$ cat src/hw/copper_macros.svh
`ifndef COPPER_MACROS_SVH
`define COPPER_MACROS_SVH

// Datapath widths
`define COPPER_PC_W           11
`define COPPER_DATA_W         16
`define COPPER_POS_W          11
`define COPPER_XR_ADDR_W      16
`define COPPER_REG_NUM_W      4

// Instruction word split, opcode nibble then operand
`define COPPER_OPCODE_W       4
`define COPPER_OPERAND_W      12

// Fixed 640x480 frame totals
`define COPPER_H_TOTAL        800
`define COPPER_V_TOTAL        525

// Restart a few clocks before the frame wraps
`define COPPER_RESTART_H      (`COPPER_H_TOTAL - 5)
`define COPPER_RESTART_V      (`COPPER_V_TOTAL - 1)

// Control register number and enable bit
`define COPPER_CTRL_REG_NUM   4'h1
`define COPPER_CTRL_EN_BIT    15

// XR region bases for MOVEF, MOVEP and MOVEC
`define COPPER_TILE_BASE      16'h4000
`define COPPER_COLOR_BASE     16'h8000
`define COPPER_COPPER_BASE    16'hC000

// Address bits taken from the operand per MOVE variant
`define COPPER_REG_ADDR_W     8
`define COPPER_TILE_ADDR_W    12
`define COPPER_COLOR_ADDR_W   8
`define COPPER_COPMEM_ADDR_W  11

// Second word of WAIT/SKIP: X in [14:4], flags in [3:0]
`define COPPER_X_LSB          4
`define COPPER_FLAG_IGN_V     0
`define COPPER_FLAG_IGN_H     1

// PC step for a taken SKIP jumps over one two-word insn
`define COPPER_SKIP_STEP      3

`endif

$ cat src/hw/copper_pkg.sv
`include "copper_macros.svh"

package copper_pkg;

    // Top nibble of the first instruction word
    typedef enum logic [`COPPER_OPCODE_W-1:0] {
        OP_WAIT  = 4'b0000,
        OP_SKIP  = 4'b0010,
        OP_JMP   = 4'b0100,
        // All MOVE variants carry data in the second word
        OP_MOVER = 4'b1001,
        OP_MOVEF = 4'b1010,
        OP_MOVEP = 4'b1011,
        OP_MOVEC = 4'b1100
    } opcode_e;

    // Sequencer execution states
    typedef enum logic [2:0] {
        // Only after enable or frame restart, primes the first fetch
        ST_INIT    = 3'd0,
        // Word 1 address on the bus
        ST_FETCH   = 3'd1,
        // Word 1 data returns, word 2 address on the bus
        ST_LATCH1  = 3'd2,
        // Word 2 data returns
        ST_LATCH2  = 3'd3,
        ST_EXEC    = 3'd4,
        // Position check for WAIT
        ST_EX_WAIT = 3'd5,
        // Position check for SKIP
        ST_EX_SKIP = 3'd6
    } state_e;

    // Both latched words, first word in the upper half
    typedef struct packed {
        opcode_e                      opcode;
        // Y position, jump target or MOVE address
        logic [`COPPER_OPERAND_W-1:0] operand;
        // X and flags, or MOVE data
        logic [`COPPER_DATA_W-1:0]    word2;
    } insn_t;

endpackage

$ cat src/hw/copper_exec_if.sv
`timescale 1ns/1ps

interface copper_exec_if;

    // Latched instruction, owned by the sequencer
    copper_pkg::insn_t insn;

    // Sample beam position for WAIT/SKIP
    logic pos_sample;
    // Sampled position satisfies the condition
    logic pos_met;

    // MOVE handshake, completes when both are high
    logic move_req;
    logic move_ack;

    modport seq (
        output insn,
        output pos_sample,
        output move_req,
        input  pos_met,
        input  move_ack
    );

    modport beam (
        input  insn,
        input  pos_sample,
        output pos_met
    );

    modport move (
        input  insn,
        input  move_req,
        output move_ack
    );

endinterface

$ cat src/hw/copper_sequencer.sv
`timescale 1ns/1ps
`include "copper_macros.svh"

module copper_sequencer (
    input  logic                         clk,
    input  logic                         copp_reset,
    input  logic                         ctrl_wr_i,
    input  logic [`COPPER_REG_NUM_W-1:0] ctrl_num_i,
    input  logic [`COPPER_DATA_W-1:0]    ctrl_data_i,
    input  logic [`COPPER_DATA_W-1:0]    coppermem_rd_data_i,
    input  logic                         frame_restart_i,
    output logic                         coppermem_rd_en_o,
    output logic [`COPPER_PC_W-1:0]      coppermem_rd_addr_o,
    copper_exec_if.seq                   exec_if
);

    // Control register fields
    logic                    copper_en;
    logic [`COPPER_PC_W-1:0] init_pc;

    logic [`COPPER_PC_W-1:0] pc;
    copper_pkg::state_e      state;
    copper_pkg::insn_t       insn;
    logic                    rd_strobe;

    // Sequencer may act this cycle
    logic                    active;
    logic                    is_pos;
    logic                    is_move;
    logic                    skip_taken;

    assign active = copper_en && !frame_restart_i;

    // Opcode class decode
    always_comb begin
        is_pos  = 1'b0;
        is_move = 1'b0;
        case (insn.opcode)
            copper_pkg::OP_WAIT,
            copper_pkg::OP_SKIP:  is_pos = 1'b1;
            copper_pkg::OP_MOVER,
            copper_pkg::OP_MOVEF,
            copper_pkg::OP_MOVEP,
            copper_pkg::OP_MOVEC: is_move = 1'b1;
            default: ;
        endcase
    end

    // SKIP with both position checks ignored always skips
    assign skip_taken = exec_if.pos_met ||
                        (insn.word2[`COPPER_FLAG_IGN_V] && insn.word2[`COPPER_FLAG_IGN_H]);

    assign exec_if.insn       = insn;
    assign exec_if.pos_sample = active && (state == copper_pkg::ST_EXEC) && is_pos;
    assign exec_if.move_req   = active && (state == copper_pkg::ST_EXEC) && is_move;

    // PC drives the program memory address directly
    assign coppermem_rd_en_o   = rd_strobe;
    assign coppermem_rd_addr_o = pc;

    // Control register, only number 1 decoded
    always_ff @(posedge clk) begin
        if (copp_reset) begin
            copper_en <= 1'b0;
            init_pc   <= '0;
        end else if (ctrl_wr_i && ctrl_num_i == `COPPER_CTRL_REG_NUM) begin
            copper_en <= ctrl_data_i[`COPPER_CTRL_EN_BIT];
            init_pc   <= ctrl_data_i[`COPPER_PC_W-1:0];
        end
    end

    // Fetch/execute FSM
    always_ff @(posedge clk) begin
        if (copp_reset) begin
            state     <= copper_pkg::ST_INIT;
            pc        <= '0;
            rd_strobe <= 1'b0;
        end else if (frame_restart_i) begin
            // New frame, back to the start of the list
            state     <= copper_pkg::ST_INIT;
            pc        <= init_pc;
            rd_strobe <= 1'b0;
        end else if (copper_en) begin
            case (state)
                copper_pkg::ST_INIT: begin
                    state     <= copper_pkg::ST_FETCH;
                    rd_strobe <= 1'b1;
                end
                copper_pkg::ST_FETCH: begin
                    // Step to the second word
                    pc        <= pc + 1'b1;
                    rd_strobe <= 1'b1;
                    state     <= copper_pkg::ST_LATCH1;
                end
                copper_pkg::ST_LATCH1: begin
                    state <= copper_pkg::ST_LATCH2;
                end
                copper_pkg::ST_LATCH2: begin
                    rd_strobe <= 1'b0;
                    state     <= copper_pkg::ST_EXEC;
                end
                copper_pkg::ST_EXEC: begin
                    case (insn.opcode)
                        copper_pkg::OP_WAIT: state <= copper_pkg::ST_EX_WAIT;
                        copper_pkg::OP_SKIP: state <= copper_pkg::ST_EX_SKIP;
                        copper_pkg::OP_JMP: begin
                            pc        <= insn.operand[`COPPER_PC_W-1:0];
                            rd_strobe <= 1'b1;
                            state     <= copper_pkg::ST_FETCH;
                        end
                        copper_pkg::OP_MOVER,
                        copper_pkg::OP_MOVEF,
                        copper_pkg::OP_MOVEP,
                        copper_pkg::OP_MOVEC: begin
                            // Hold here while the target is busy
                            if (exec_if.move_ack) begin
                                pc        <= pc + 1'b1;
                                rd_strobe <= 1'b1;
                                state     <= copper_pkg::ST_FETCH;
                            end
                        end
                        default: begin
                            // Illegal opcode, plain four-cycle no-op
                            pc        <= pc + 1'b1;
                            rd_strobe <= 1'b1;
                            state     <= copper_pkg::ST_FETCH;
                        end
                    endcase
                end
                copper_pkg::ST_EX_WAIT: begin
                    if (exec_if.pos_met) begin
                        pc        <= pc + 1'b1;
                        rd_strobe <= 1'b1;
                        state     <= copper_pkg::ST_FETCH;
                    end else begin
                        // Resample the beam next cycle
                        state <= copper_pkg::ST_EXEC;
                    end
                end
                copper_pkg::ST_EX_SKIP: begin
                    pc        <= skip_taken ? pc + `COPPER_PC_W'(`COPPER_SKIP_STEP) : pc + 1'b1;
                    rd_strobe <= 1'b1;
                    state     <= copper_pkg::ST_FETCH;
                end
                default: state <= copper_pkg::ST_INIT;
            endcase
        end
    end

    // Instruction latch, words arrive one cycle after their address
    always_ff @(posedge clk) begin
        if (active && state == copper_pkg::ST_LATCH1) begin
            insn.opcode  <= copper_pkg::opcode_e'(
                coppermem_rd_data_i[`COPPER_DATA_W-1 -: `COPPER_OPCODE_W]);
            insn.operand <= coppermem_rd_data_i[`COPPER_OPERAND_W-1:0];
        end
        if (active && state == copper_pkg::ST_LATCH2) begin
            insn.word2 <= coppermem_rd_data_i;
        end
    end

    a_state_legal: assert property (@(posedge clk) disable iff (copp_reset)
        state inside {copper_pkg::ST_INIT, copper_pkg::ST_FETCH, copper_pkg::ST_LATCH1,
                      copper_pkg::ST_LATCH2, copper_pkg::ST_EXEC, copper_pkg::ST_EX_WAIT,
                      copper_pkg::ST_EX_SKIP});

    // Stalled MOVE must not lose its place
    a_pc_hold_on_stall: assert property (@(posedge clk) disable iff (copp_reset)
        (state == copper_pkg::ST_EXEC && exec_if.move_req && !exec_if.move_ack)
        |=> $stable(pc));

endmodule

$ cat src/hw/copper_beam_compare.sv
`timescale 1ns/1ps
`include "copper_macros.svh"

module copper_beam_compare (
    input  logic                     clk,
    input  logic                     copp_reset,
    input  logic [`COPPER_POS_W-1:0] h_count_i,
    input  logic [`COPPER_POS_W-1:0] v_count_i,
    output logic                     frame_restart_o,
    copper_exec_if.beam              exec_if
);

    localparam logic [`COPPER_POS_W-1:0] RESTART_H = `COPPER_RESTART_H;
    localparam logic [`COPPER_POS_W-1:0] RESTART_V = `COPPER_RESTART_V;

    logic at_restart;
    logic v_reached;
    logic h_reached;
    logic ign_v;
    logic ign_h;

    // Beam sits on the restart position
    assign at_restart = (h_count_i == RESTART_H) && (v_count_i == RESTART_V);

    // Counters pass the restart position once per frame
    assign frame_restart_o = at_restart;

    // Compare results captured in EXEC, used in EX_WAIT/EX_SKIP
    always_ff @(posedge clk) begin
        if (exec_if.pos_sample) begin
            v_reached <= v_count_i >= exec_if.insn.operand[`COPPER_POS_W-1:0];
            h_reached <= h_count_i >= exec_if.insn.word2[`COPPER_X_LSB +: `COPPER_POS_W];
        end
    end

    assign ign_v = exec_if.insn.word2[`COPPER_FLAG_IGN_V];
    assign ign_h = exec_if.insn.word2[`COPPER_FLAG_IGN_H];

    // Ignored axes count as reached
    // Both ignored never satisfies, so WAIT parks until the frame ends
    assign exec_if.pos_met = (v_reached || ign_v) && (h_reached || ign_h) && !(ign_v && ign_h);

    a_restart_single: assert property (@(posedge clk) disable iff (copp_reset)
        frame_restart_o |=> !frame_restart_o);

endmodule

$ cat src/hw/copper_move_unit.sv
`timescale 1ns/1ps
`include "copper_macros.svh"

module copper_move_unit (
    input  logic                         clk,
    input  logic                         copp_reset,
    input  logic                         xr_reg_sel_i,
    input  logic                         tilemem_sel_i,
    input  logic                         colormem_sel_i,
    input  logic                         coppermem_sel_i,
    output logic                         xr_wr_en_o,
    output logic [`COPPER_XR_ADDR_W-1:0] xr_wr_addr_o,
    output logic [`COPPER_DATA_W-1:0]    xr_wr_data_o,
    copper_exec_if.move                  exec_if
);

    localparam int AW = `COPPER_XR_ADDR_W;

    localparam logic [AW-1:0] TILE_BASE   = `COPPER_TILE_BASE;
    localparam logic [AW-1:0] COLOR_BASE  = `COPPER_COLOR_BASE;
    localparam logic [AW-1:0] COPPER_BASE = `COPPER_COPPER_BASE;

    // Busy flag of the addressed target
    logic          target_sel;
    logic [AW-1:0] addr_next;

    // Region select and address forming per MOVE variant
    always_comb begin
        target_sel = 1'b1;
        addr_next  = '0;
        case (exec_if.insn.opcode)
            copper_pkg::OP_MOVER: begin
                // XR registers, high byte zero
                target_sel = xr_reg_sel_i;
                addr_next  = {{(AW-`COPPER_REG_ADDR_W){1'b0}},
                              exec_if.insn.operand[`COPPER_REG_ADDR_W-1:0]};
            end
            copper_pkg::OP_MOVEF: begin
                target_sel = tilemem_sel_i;
                addr_next  = {TILE_BASE[AW-1:`COPPER_TILE_ADDR_W],
                              exec_if.insn.operand[`COPPER_TILE_ADDR_W-1:0]};
            end
            copper_pkg::OP_MOVEP: begin
                target_sel = colormem_sel_i;
                addr_next  = {COLOR_BASE[AW-1:`COPPER_COLOR_ADDR_W],
                              exec_if.insn.operand[`COPPER_COLOR_ADDR_W-1:0]};
            end
            copper_pkg::OP_MOVEC: begin
                target_sel = coppermem_sel_i;
                addr_next  = {COPPER_BASE[AW-1:`COPPER_COPMEM_ADDR_W],
                              exec_if.insn.operand[`COPPER_COPMEM_ADDR_W-1:0]};
            end
            default: ;
        endcase
    end

    // Accept only while the host leaves the target alone
    assign exec_if.move_ack = exec_if.move_req && !target_sel;

    always_ff @(posedge clk) begin
        if (copp_reset) begin
            xr_wr_en_o <= 1'b0;
        end else begin
            xr_wr_en_o <= exec_if.move_ack;
        end
    end

    // Write address and data, valid with the strobe
    always_ff @(posedge clk) begin
        if (exec_if.move_ack) begin
            xr_wr_addr_o <= addr_next;
            xr_wr_data_o <= exec_if.insn.word2;
        end
    end

    // Sequencer leaves EXEC after an accepted MOVE
    a_wr_single: assert property (@(posedge clk) disable iff (copp_reset)
        xr_wr_en_o |=> !xr_wr_en_o);

endmodule

$ cat src/hw/copper_top.sv
`timescale 1ns/1ps
`include "copper_macros.svh"

module copper_top (
    input  logic                         clk,
    input  logic                         copp_reset,
    // Control register write port
    input  logic                         ctrl_wr_i,
    input  logic [`COPPER_REG_NUM_W-1:0] ctrl_num_i,
    input  logic [`COPPER_DATA_W-1:0]    ctrl_data_i,
    // Beam position
    input  logic [`COPPER_POS_W-1:0]     h_count_i,
    input  logic [`COPPER_POS_W-1:0]     v_count_i,
    // Program memory, registered read
    output logic                         coppermem_rd_en_o,
    output logic [`COPPER_PC_W-1:0]      coppermem_rd_addr_o,
    input  logic [`COPPER_DATA_W-1:0]    coppermem_rd_data_i,
    // Host busy flags per MOVE target
    input  logic                         xr_reg_sel_i,
    input  logic                         tilemem_sel_i,
    input  logic                         colormem_sel_i,
    input  logic                         coppermem_sel_i,
    // XR write port
    output logic                         xr_wr_en_o,
    output logic [`COPPER_XR_ADDR_W-1:0] xr_wr_addr_o,
    output logic [`COPPER_DATA_W-1:0]    xr_wr_data_o
);

    logic frame_restart;

    copper_exec_if exec_if ();

    copper_sequencer u_sequencer (
        .clk                 (clk),
        .copp_reset          (copp_reset),
        .ctrl_wr_i           (ctrl_wr_i),
        .ctrl_num_i          (ctrl_num_i),
        .ctrl_data_i         (ctrl_data_i),
        .coppermem_rd_data_i (coppermem_rd_data_i),
        .frame_restart_i     (frame_restart),
        .coppermem_rd_en_o   (coppermem_rd_en_o),
        .coppermem_rd_addr_o (coppermem_rd_addr_o),
        .exec_if             (exec_if.seq)
    );

    copper_beam_compare u_beam_compare (
        .clk             (clk),
        .copp_reset      (copp_reset),
        .h_count_i       (h_count_i),
        .v_count_i       (v_count_i),
        .frame_restart_o (frame_restart),
        .exec_if         (exec_if.beam)
    );

    copper_move_unit u_move_unit (
        .clk             (clk),
        .copp_reset      (copp_reset),
        .xr_reg_sel_i    (xr_reg_sel_i),
        .tilemem_sel_i   (tilemem_sel_i),
        .colormem_sel_i  (colormem_sel_i),
        .coppermem_sel_i (coppermem_sel_i),
        .xr_wr_en_o      (xr_wr_en_o),
        .xr_wr_addr_o    (xr_wr_addr_o),
        .xr_wr_data_o    (xr_wr_data_o),
        .exec_if         (exec_if.move)
    );

endmodule

$ cat config.mk
export PLATFORM = sky130hd
export DESIGN_NAME = copper_top
export DESIGN_NICKNAME = d
export VERILOG_FILES = /design/src/hw/copper_pkg.sv /design/src/hw/copper_exec_if.sv /design/src/hw/copper_sequencer.sv /design/src/hw/copper_beam_compare.sv /design/src/hw/copper_move_unit.sv /design/src/hw/copper_top.sv
export VERILOG_INCLUDE_DIRS = /design/src /design/src/hw
export SDC_FILE = /design/constraint.sdc
export NUM_CORES = 1
export LEC_CHECK = 0
export BUFFER_PORTS_ARGS = -buffer_cell sky130_fd_sc_hd__buf_2
export CAP_MARGIN = 20
export CORE_MARGIN = 2
export CORE_UTILIZATION = 50
export DETAILED_ROUTE_END_ITERATION = 10
export GPL_ROUTABILITY_DRIVEN = 1
export PLACE_DENSITY = 0.82
export SYNTH_ARGS = -nofsm -noshare
export SYNTH_HDL_FRONTEND = slang
export SYNTH_SLANG_ARGS = --single-unit
$ cat constraint.sdc
create_clock -name clk -period 4 [get_ports clk]
set_clock_uncertainty 0.1 [all_clocks]
set_input_delay 0 -clock clk [delete_from_list [all_inputs] [get_ports clk]]
set_output_delay 0 -clock clk [all_outputs]
set_load 0.05 [all_outputs]
==> results of run 1 <==
-- logic make-up (layout without fill, tap and decap cells) --
logic type | count (synthesis) | in the layout | share of synthesized area
simple gates | 131 | 131 | 0.1535
buf+inv | 52 | 192 | 0.04897
mux | 16 | 16 | 0.03626
flops | 92 | 92 | 0.5251
compound gates | 102 | 102 | 0.1493
other cells | 1 | 2 | 0.0007933
fa+ha+maj | 25 | 25 | 0.06564
xor+xnor | 11 | 11 | 0.02038
-- layout make-up --
class	count	area share
clock inverters	6	0.01627
flip-flops and latches	92	0.4192
repair buffers	146	0.1589
well taps	111	0.02345
inverters	30	0.01902
clock buffers	10	0.02155
multi-input cells	287	0.3416
-- power by group --
| part | internal, mW | switching, mW | total, mW |
|---|---|---|---|
| combinational | 0.0598 | 0.0502 | 0.110 |
| sequential | 1.01 | 0.00255 | 1.01 |
| clock | 0.360 | 0.346 | 0.706 |
| total | 1.43 | 0.399 | 1.83 |
-- routing by layer --
layer  track usage  wire, um  vias to the layer above
li1              -         -                     1859
met1        0.3082      4986                     1937
met2        0.4182      6217                      186
met3       0.04279       764                       25
met4       0.07380       218                        0
met5             0         0                        -
-- worst max-delay path, stage by stage, from the launching register on --
cell,delay [ns]
dfxtp_1,0.56
nor2b_1,0.46
o2111ai_1,0.31
o211ai_2,0.49
nor3_1,0.23
a221o_1,0.36
-- what timing repair did --
item                                    CTS  global route
hold buffers                             41             0
endpoints found under the setup margin    0             0
endpoints found under the hold margin    45             0
-- worst min-delay path by stage --
stage | cells after the start | slack (ns) | start | endpoint
floorplan | 0 | -0.001 | coppermem_rd_data_i[0] | u_sequencer.exec_if.insn[0]$_DFFE_PP_
global placement | 1 | 0.09 | coppermem_rd_data_i[15] | u_sequencer.exec_if.insn[31]$_DFFE_PP_
detailed placement | 1 | 0.09 | coppermem_rd_data_i[15] | u_sequencer.exec_if.insn[31]$_DFFE_PP_
CTS | 3 | 0.03 | h_count_i[5] | u_beam_compare.h_reached$_DFFE_PP_
global route | 3 | 0.04 | h_count_i[5] | u_beam_compare.h_reached$_DFFE_PP_
finish | 3 | 0.02 | h_count_i[5] | u_beam_compare.h_reached$_DFFE_PP_
-- sequential cells by signal (all words and copies together) (netlist names) --
register,count
u_sequencer.init_pc,11
u_move_unit.xr_wr_data_o,16
u_sequencer.exec_if.insn,32
u_beam_compare.h_reached,1
u_sequencer.state,3
u_move_unit.xr_wr_en_o,1
u_sequencer.coppermem_rd_en_o,1
u_sequencer.coppermem_rd_addr_o,11
u_beam_compare.v_reached,1
u_sequencer.copper_en,1
u_move_unit.xr_wr_addr_o,14
-- cells in the mapped netlist (3+ instances only) --
cell type	count
nor4_1	3
ha_1	24
and3_1	4
o21ai_1	3
o21a_1	7
nand2_1	14
edfxtp_1	64
inv_1	30
a22oi_1	6
a21o_1	3
o211ai_1	6
a221oi_1	3
a211oi_1	3
nor3_1	11
nor2b_1	8
dfxtp_1	28
buf_2	5
a31oi_1	4
nor4b_1	3
nand3_1	10
buf_4	4
and2_1	13
nand2b_1	10
nand4_1	3
xor2_1	5
o21ai_0	21
mux2i_1	13
clkbuf_1	11
nor2_1	36
xnor2_1	6
a21oi_1	18
-- through the flow --
stage	worst slack, ns	cells	util
5_1_grt	1.241	682	0.6439
4_1_cts	1.464	682	0.6439
2_1_floorplan	1.227	431	-
3_5_place_dp	1.471	625	0.5750
6_report	1.386	682	0.6439
3_3_place_gp	1.526	625	0.5750
==> out/summary.txt, run 1 <==
CP max FO = 12
effective utilization at floorplan = 0.5140
required time of the critical path = 4.16 ns
register area = 2482 um^2
Critical Path Source = u_sequencer.state[2]$_SDFFE_PP0P_
Ant. Diodes = 0
multi-input combinational cell area = 2023 um^2
#FFs+latches synth = 92
Register-to-Register Setup Slack = 1.39 ns
global routing usage summed across all routing layers = 0.2411
path type of the worst setup path = reg -> reg
final number of setup-violating endpoints = 0
CTS root buffer = clkbuf_8
Vias = 4007
layout cells sized above 1 = 0.2329
final standard cell area without fillers = 5922 um^2
leakage = 2.387 nW
initial antenna violation count = 0
number of flops mapped to enable cells by yosys = 64
share of the synthesized area in the top cell type = 0.4066
vias in the first global route = 3917
Setup Buffers After CTS = 0
net count of the finished layout = 655
number of gates resized after CTS = 0
unrepaired setup endpoints after global routing = no
max-capacitance violation count = 0
final critical delay including setup and external delays = 2.614 ns
kind of end point of the critical path = flip-flop
Setup TNS Final = 0 ns
worst skew pair latency = 0.36 ns
placed cell area = 5288 um^2
outcome = finished clean
transition time at the pin with the least slew margin = 0.8883 ns
top_reg_cell synth = edfxtp_1
worst setup path endpoint = u_sequencer.coppermem_rd_addr_o[4]$_SDFFE_PP0P_
Worst R2R Start = u_sequencer.state[2]$_SDFFE_PP0P_
Top Ports = 110
count of synthesis-stage warnings from yosys = 0
Post-DP HPWL = 8.625 mm
most frequent standard cell in the layout excluding fill and tap cells = buf_2
Detailed Route Iter0 Violations = 278
TritonCTS clock tree = built
Design Power = 1.830 mW
Synth-to-Final Area Change = 25.28%
DRC errors left = 0
Achievable Freq = 382.5 MHz
Final GP Congestion = 0.8898
die footprint = 10250 um^2
peak ir drop on the vdd network = 0.1750 mV
post-route clock period utilization = 0.6536
routed wire length = 12.19 mm
wire length per cell after detailed routing = 17.87 um
Unique masters post-synth = 69
number of standard cells after synthesis = 430
number of placement rows = 35
number of hold violations in the final report = 0
cells taking the most area after synthesis = edfxtp_1 (41%), dfxtp_1 (12%), ha_1 (6.4%)
worst slew slack as a fraction of its limit = 0.4015
Arr. time, crit path = 2.77 ns
Register-to-Register Path Depth = 5
number of levels the H-tree was split into = 3
number of port buffers = 103
count of clock tree sinks = 92
async set or reset register ratio after synthesis = 0
worst r2r dst = u_sequencer.coppermem_rd_addr_o[4]$_SDFFE_PP0P_
clock buffer count from CTS = 9
DR pass1 iterations = 5
commonest non-fill, non-tap cells in the layout = buf_2 (103), edfxtp_1 (64), dlygate4sd3_1 (41), nor2_1 (36), inv_1 (30)
startpoint class of the critical path = flip-flop
Final Slew Violations = 0
maximum number of buffers from clock root to sink = 2
placeable core region = 9196 um^2
total power per unit cell area = 309.1 nW/um^2
Synth Cell Area = 4727 um^2
fillers = 699
worst min path class = in -> reg
die span in y = 101.2 um
mean area per synthesized cell = 10.99 um^2
Die X-Extent = 101.2 um
fraction of the yosys area taken by sequential cells = 0.5251
number of antenna-violating nets in the routed design = 0
pin count of the biggest net entering global routing = 32
routed vias/inst = 5.875
global-route wire length before repair = 19.21 mm
final worst hold slack = 0.01951 ns
leading area contributor after synthesis = edfxtp_1
CTS clk-pin slew, worst paths = 0.09 ns
GRT overflow = 0
No activity file was read; power rests on OpenSTA's default activity.
==> inputs of run 2 (changes only) <==
==> constraint.sdc (replaced) <==
create_clock -name clk -period 2.7 [get_ports clk]
set_clock_uncertainty 0.1 [all_clocks]
set_input_delay 0 -clock clk [delete_from_list [all_inputs] [get_ports clk]]
set_output_delay 0 -clock clk [all_outputs]
set_load 0.05 [all_outputs]
==> run 2 against run 1 <==
Design area increased by 1.1%. Sequential power increased by 49%. Worst setup slack got worse by 1.2 ns. Via count decreased by 1.2%. Utilization increased by 0.68 points. Power increased by 43%. Highest routed layer unchanged.
==> out/summary.txt, run 2 (same netlist as run 1, synthesis figures left out) <==
relative contribution of sequential cells to total power = 0.575 (+0.021)
Register-to-Register Path Depth = 6 (+1)
Achievable Freq = 394.9 MHz (+3.3%)
flip-flop count of the largest register after layout = 32 (unchanged)
leakage = 2.418 nW (+1.3%)
Top Ports = 110 (unchanged)
wire length per cell after detailed routing = 17.69 um (-0.97%)
Synth-to-Final Area Change = 26.60%
number of placement rows = 35 (unchanged)
most frequent standard cell in the layout excluding fill and tap cells = buf_2
final number of setup-violating endpoints = 0 (unchanged)
Ant. Diodes = 0 (unchanged)
number of port buffers = 103 (unchanged)
Final GP Congestion = 0.9066 (+1.9%)
number of hold violations in the final report = 0 (unchanged)
outcome = finished clean
post-placement setup slack = 0.2538 ns (-1.218 ns)
global-route wire length before repair = 19.37 mm (+0.83%)
CP max FO = 9 (-3)
Die X-Extent = 101.2 um (unchanged)
count of clock tree sinks = 92 (unchanged)
unrepaired setup endpoints after global routing = no
worst setup path endpoint = u_sequencer.coppermem_rd_addr_o[1]$_SDFFE_PP0P_
clock buffer count from CTS = 9 (unchanged)
final standard cell area without fillers = 5984 um^2 (+1.1%)
Arr. time, crit path = 2.67 ns (-0.10 ns)
max-capacitance violation count = 0 (unchanged)
CTS clk-pin slew, worst paths = 0.09 ns (about the same)
startpoint class of the critical path = flip-flop
layout cells sized above 1 = 0.2453 (+0.01233)
worst skew pair latency = 0.38 ns (+0.02 ns)
global routing usage summed across all routing layers = 0.2472 (+0.006076)
pin count of the biggest net entering global routing = 32 (unchanged)
family with the most delay on the worst path = compound AO/OA/AOI/OAI gates
placed cell area = 5376 um^2 (+1.7%)
peak ir drop on the vdd network = 0.2936 mV (+68%)
final critical-path setup slack = 0.1679 ns (-1.218 ns)
routed vias/inst = 5.739 (-2.3%)
Biggest register = u_sequencer.exec_if.insn
net count of the finished layout = 664 (+1.4%)
slowest cell on the critical path = edfxtp_1
final critical delay including setup and external delays = 2.532 ns (-0.08236 ns)
Critical Path Source = u_sequencer.exec_if.insn[28]$_DFFE_PP_
required time of the critical path = 2.84 ns (-1.32 ns)
die span in y = 101.2 um (unchanged)
Detailed Route Iter0 Violations = 276 (-0.72%)
GRT overflow = 0 (unchanged)
switching share of power = 0.2268 (+0.009053)
DRC errors left = 0 (unchanged)
register area = 2482 um^2 (unchanged)
number of levels the H-tree was split into = 3 (unchanged)
Vias = 3960 (-1.2%)
Worst R2R Start = u_sequencer.exec_if.insn[28]$_DFFE_PP_
total power per unit cell area = 436.8 nW/um^2 (+41%)
DR pass1 iterations = 5 (unchanged)
kind of end point of the critical path = flip-flop
buffering stage count on the worst path with inverters included = 0 (unchanged)
Final Slew Violations = 0 (unchanged)
effective utilization at floorplan = 0.5140 (unchanged)
multi-input combinational cell area = 2032 um^2 (+0.43%)
die footprint = 10250 um^2 (unchanged)
CTS root buffer = clkbuf_8
transition time at the pin with the least slew margin = 1.011 ns (+0.1228 ns)
clock network fraction of design power = 0.363 (-0.023)
Post-DP HPWL = 8.611 mm (-0.16%)
Comb pwr share = 0.062 (+0.002)
routed wire length = 12.21 mm (+0.19%)
path type of the worst setup path = reg -> reg
Register-to-Register Setup Slack = 0.17 ns (-1.22 ns)
maximum number of buffers from clock root to sink = 2 (unchanged)
vias in the first global route = 3838 (-2.0%)
worst slew slack as a fraction of its limit = 0.3188 (-0.08271)
CP Depth = 6 (+1)
biggest cell delay along the critical path = 0.53 ns (-0.03 ns)
power dissipated by switching net loads = 0.5930 mW (+49%)
Setup TNS Final = 0 ns (unchanged)
worst r2r dst = u_sequencer.coppermem_rd_addr_o[1]$_SDFFE_PP0P_
Top Registers = u_sequencer.exec_if.insn: 32 flops, u_move_unit.xr_wr_data_o: 16 flops, u_move_unit.xr_wr_addr_o: 14 flops
cells traversed along the worst timing path = mux2_4 > a211oi_2 > o211a_1 > o21ai_0 > a221oi_1 > o32ai_1
TritonCTS clock tree = built
number of antenna-violating nets in the routed design = 0 (unchanged)
commonest non-fill, non-tap cells in the layout = buf_2 (103), edfxtp_1 (64), dlygate4sd3_1 (41), nor2_1 (36), inv_1 (30)
worst min path class = in -> reg
initial antenna violation count = 0 (unchanged)
fillers = 691 (-1.1%)
internal portion of total power = 2.021 mW (+41%)
post-route clock period utilization = 0.9378 (+0.2842)
placeable core region = 9196 um^2 (unchanged)
final worst hold slack = 0.04542 ns (+0.02591 ns)
[run 2: cell count changes in the layout (fill, tap and decap cells not counted), sizes merged]
cell / before / now
buf: 105 / 114
bufinv: 2 / 1
clkbuf: 10 / 9
clkinvlp: 1 / 2
[run 2: cell type report]
| type | instances | share of cell area |
|---|---|---|
| Clock buffer | 9 | 0.02070 |
| Tap cell | 111 | 0.02321 |
| Timing Repair Buffer | 155 | 0.1706 |
| Inverter | 30 | 0.01882 |
| Sequential cell | 92 | 0.4148 |
| Multi-Input combinational cell | 287 | 0.3395 |
| Clock inverter | 6 | 0.01234 |
[run 2: through the flow]
| stage | total power [mW] | utilization | std cells |
|---|---|---|---|
| finish | 2.614 | 0.6507 | 690 |
| detailed placement | 1.658 | 0.5846 | 634 |
| floorplan | 1.591 | - | 431 |
| CTS | 2.619 | 0.6507 | 690 |
| global route | 2.691 | 0.6507 | 690 |
| global placement | 1.651 | 0.5846 | 634 |
[run 2: tightest hold or removal path, delay by kind of cell]
family / cells / cell delay [ns]
fa+ha+maj: 1 / 0.16
compound gates: 1 / 0.15
buf+inv: 1 / 0.10
[run 2: worst min path at each step]
stage,startpoint,to,slack [ns],cells past startpoint
after global placement,coppermem_rd_data_i[15],u_sequencer.exec_if.insn[31]$_DFFE_PP_,0.09,1
after CTS,v_count_i[5],u_beam_compare.v_reached$_DFFE_PP_,0.03,3
after global routing,h_count_i[5],u_beam_compare.h_reached$_DFFE_PP_,0.08,3
after floorplan,coppermem_rd_data_i[0],u_sequencer.exec_if.insn[0]$_DFFE_PP_,-0.001,0
after detailed placement,coppermem_rd_data_i[15],u_sequencer.exec_if.insn[31]$_DFFE_PP_,0.1,1
final,v_count_i[5],u_beam_compare.v_reached$_DFFE_PP_,0.05,3
[run 2: power by group through the flow]
| stage | Clock [mW] | Combinational (mW) | Sequential [mW] |
|---|---|---|---|
| 2_1_floorplan | 0 | 0.0567 | 1.53 |
| 3_3_place_gp | 0 | 0.116 | 1.53 |
| 3_5_place_dp | 0 | 0.123 | 1.53 |
| 4_1_cts | 0.958 | 0.159 | 1.50 |
| 5_1_grt | 1.01 | 0.178 | 1.50 |
| 6_report | 0.950 | 0.162 | 1.50 |
[run 2: routing by layer]
metal,global-route usage,wire [um],up-vias
met3,0.05521,808,32
met2,0.4213,6103,184
met1,0.3104,4904,1870
met4,0.08732,393,0
met5,0,0,-
li1,-,-,1874
[run 2: timing repair]
item | in CTS | in global routing
gates resized for setup | 0 | 0
hold endpoints to repair | 47 | 0
hold buffers | 41 | 0
buffers inserted | 0 | 0
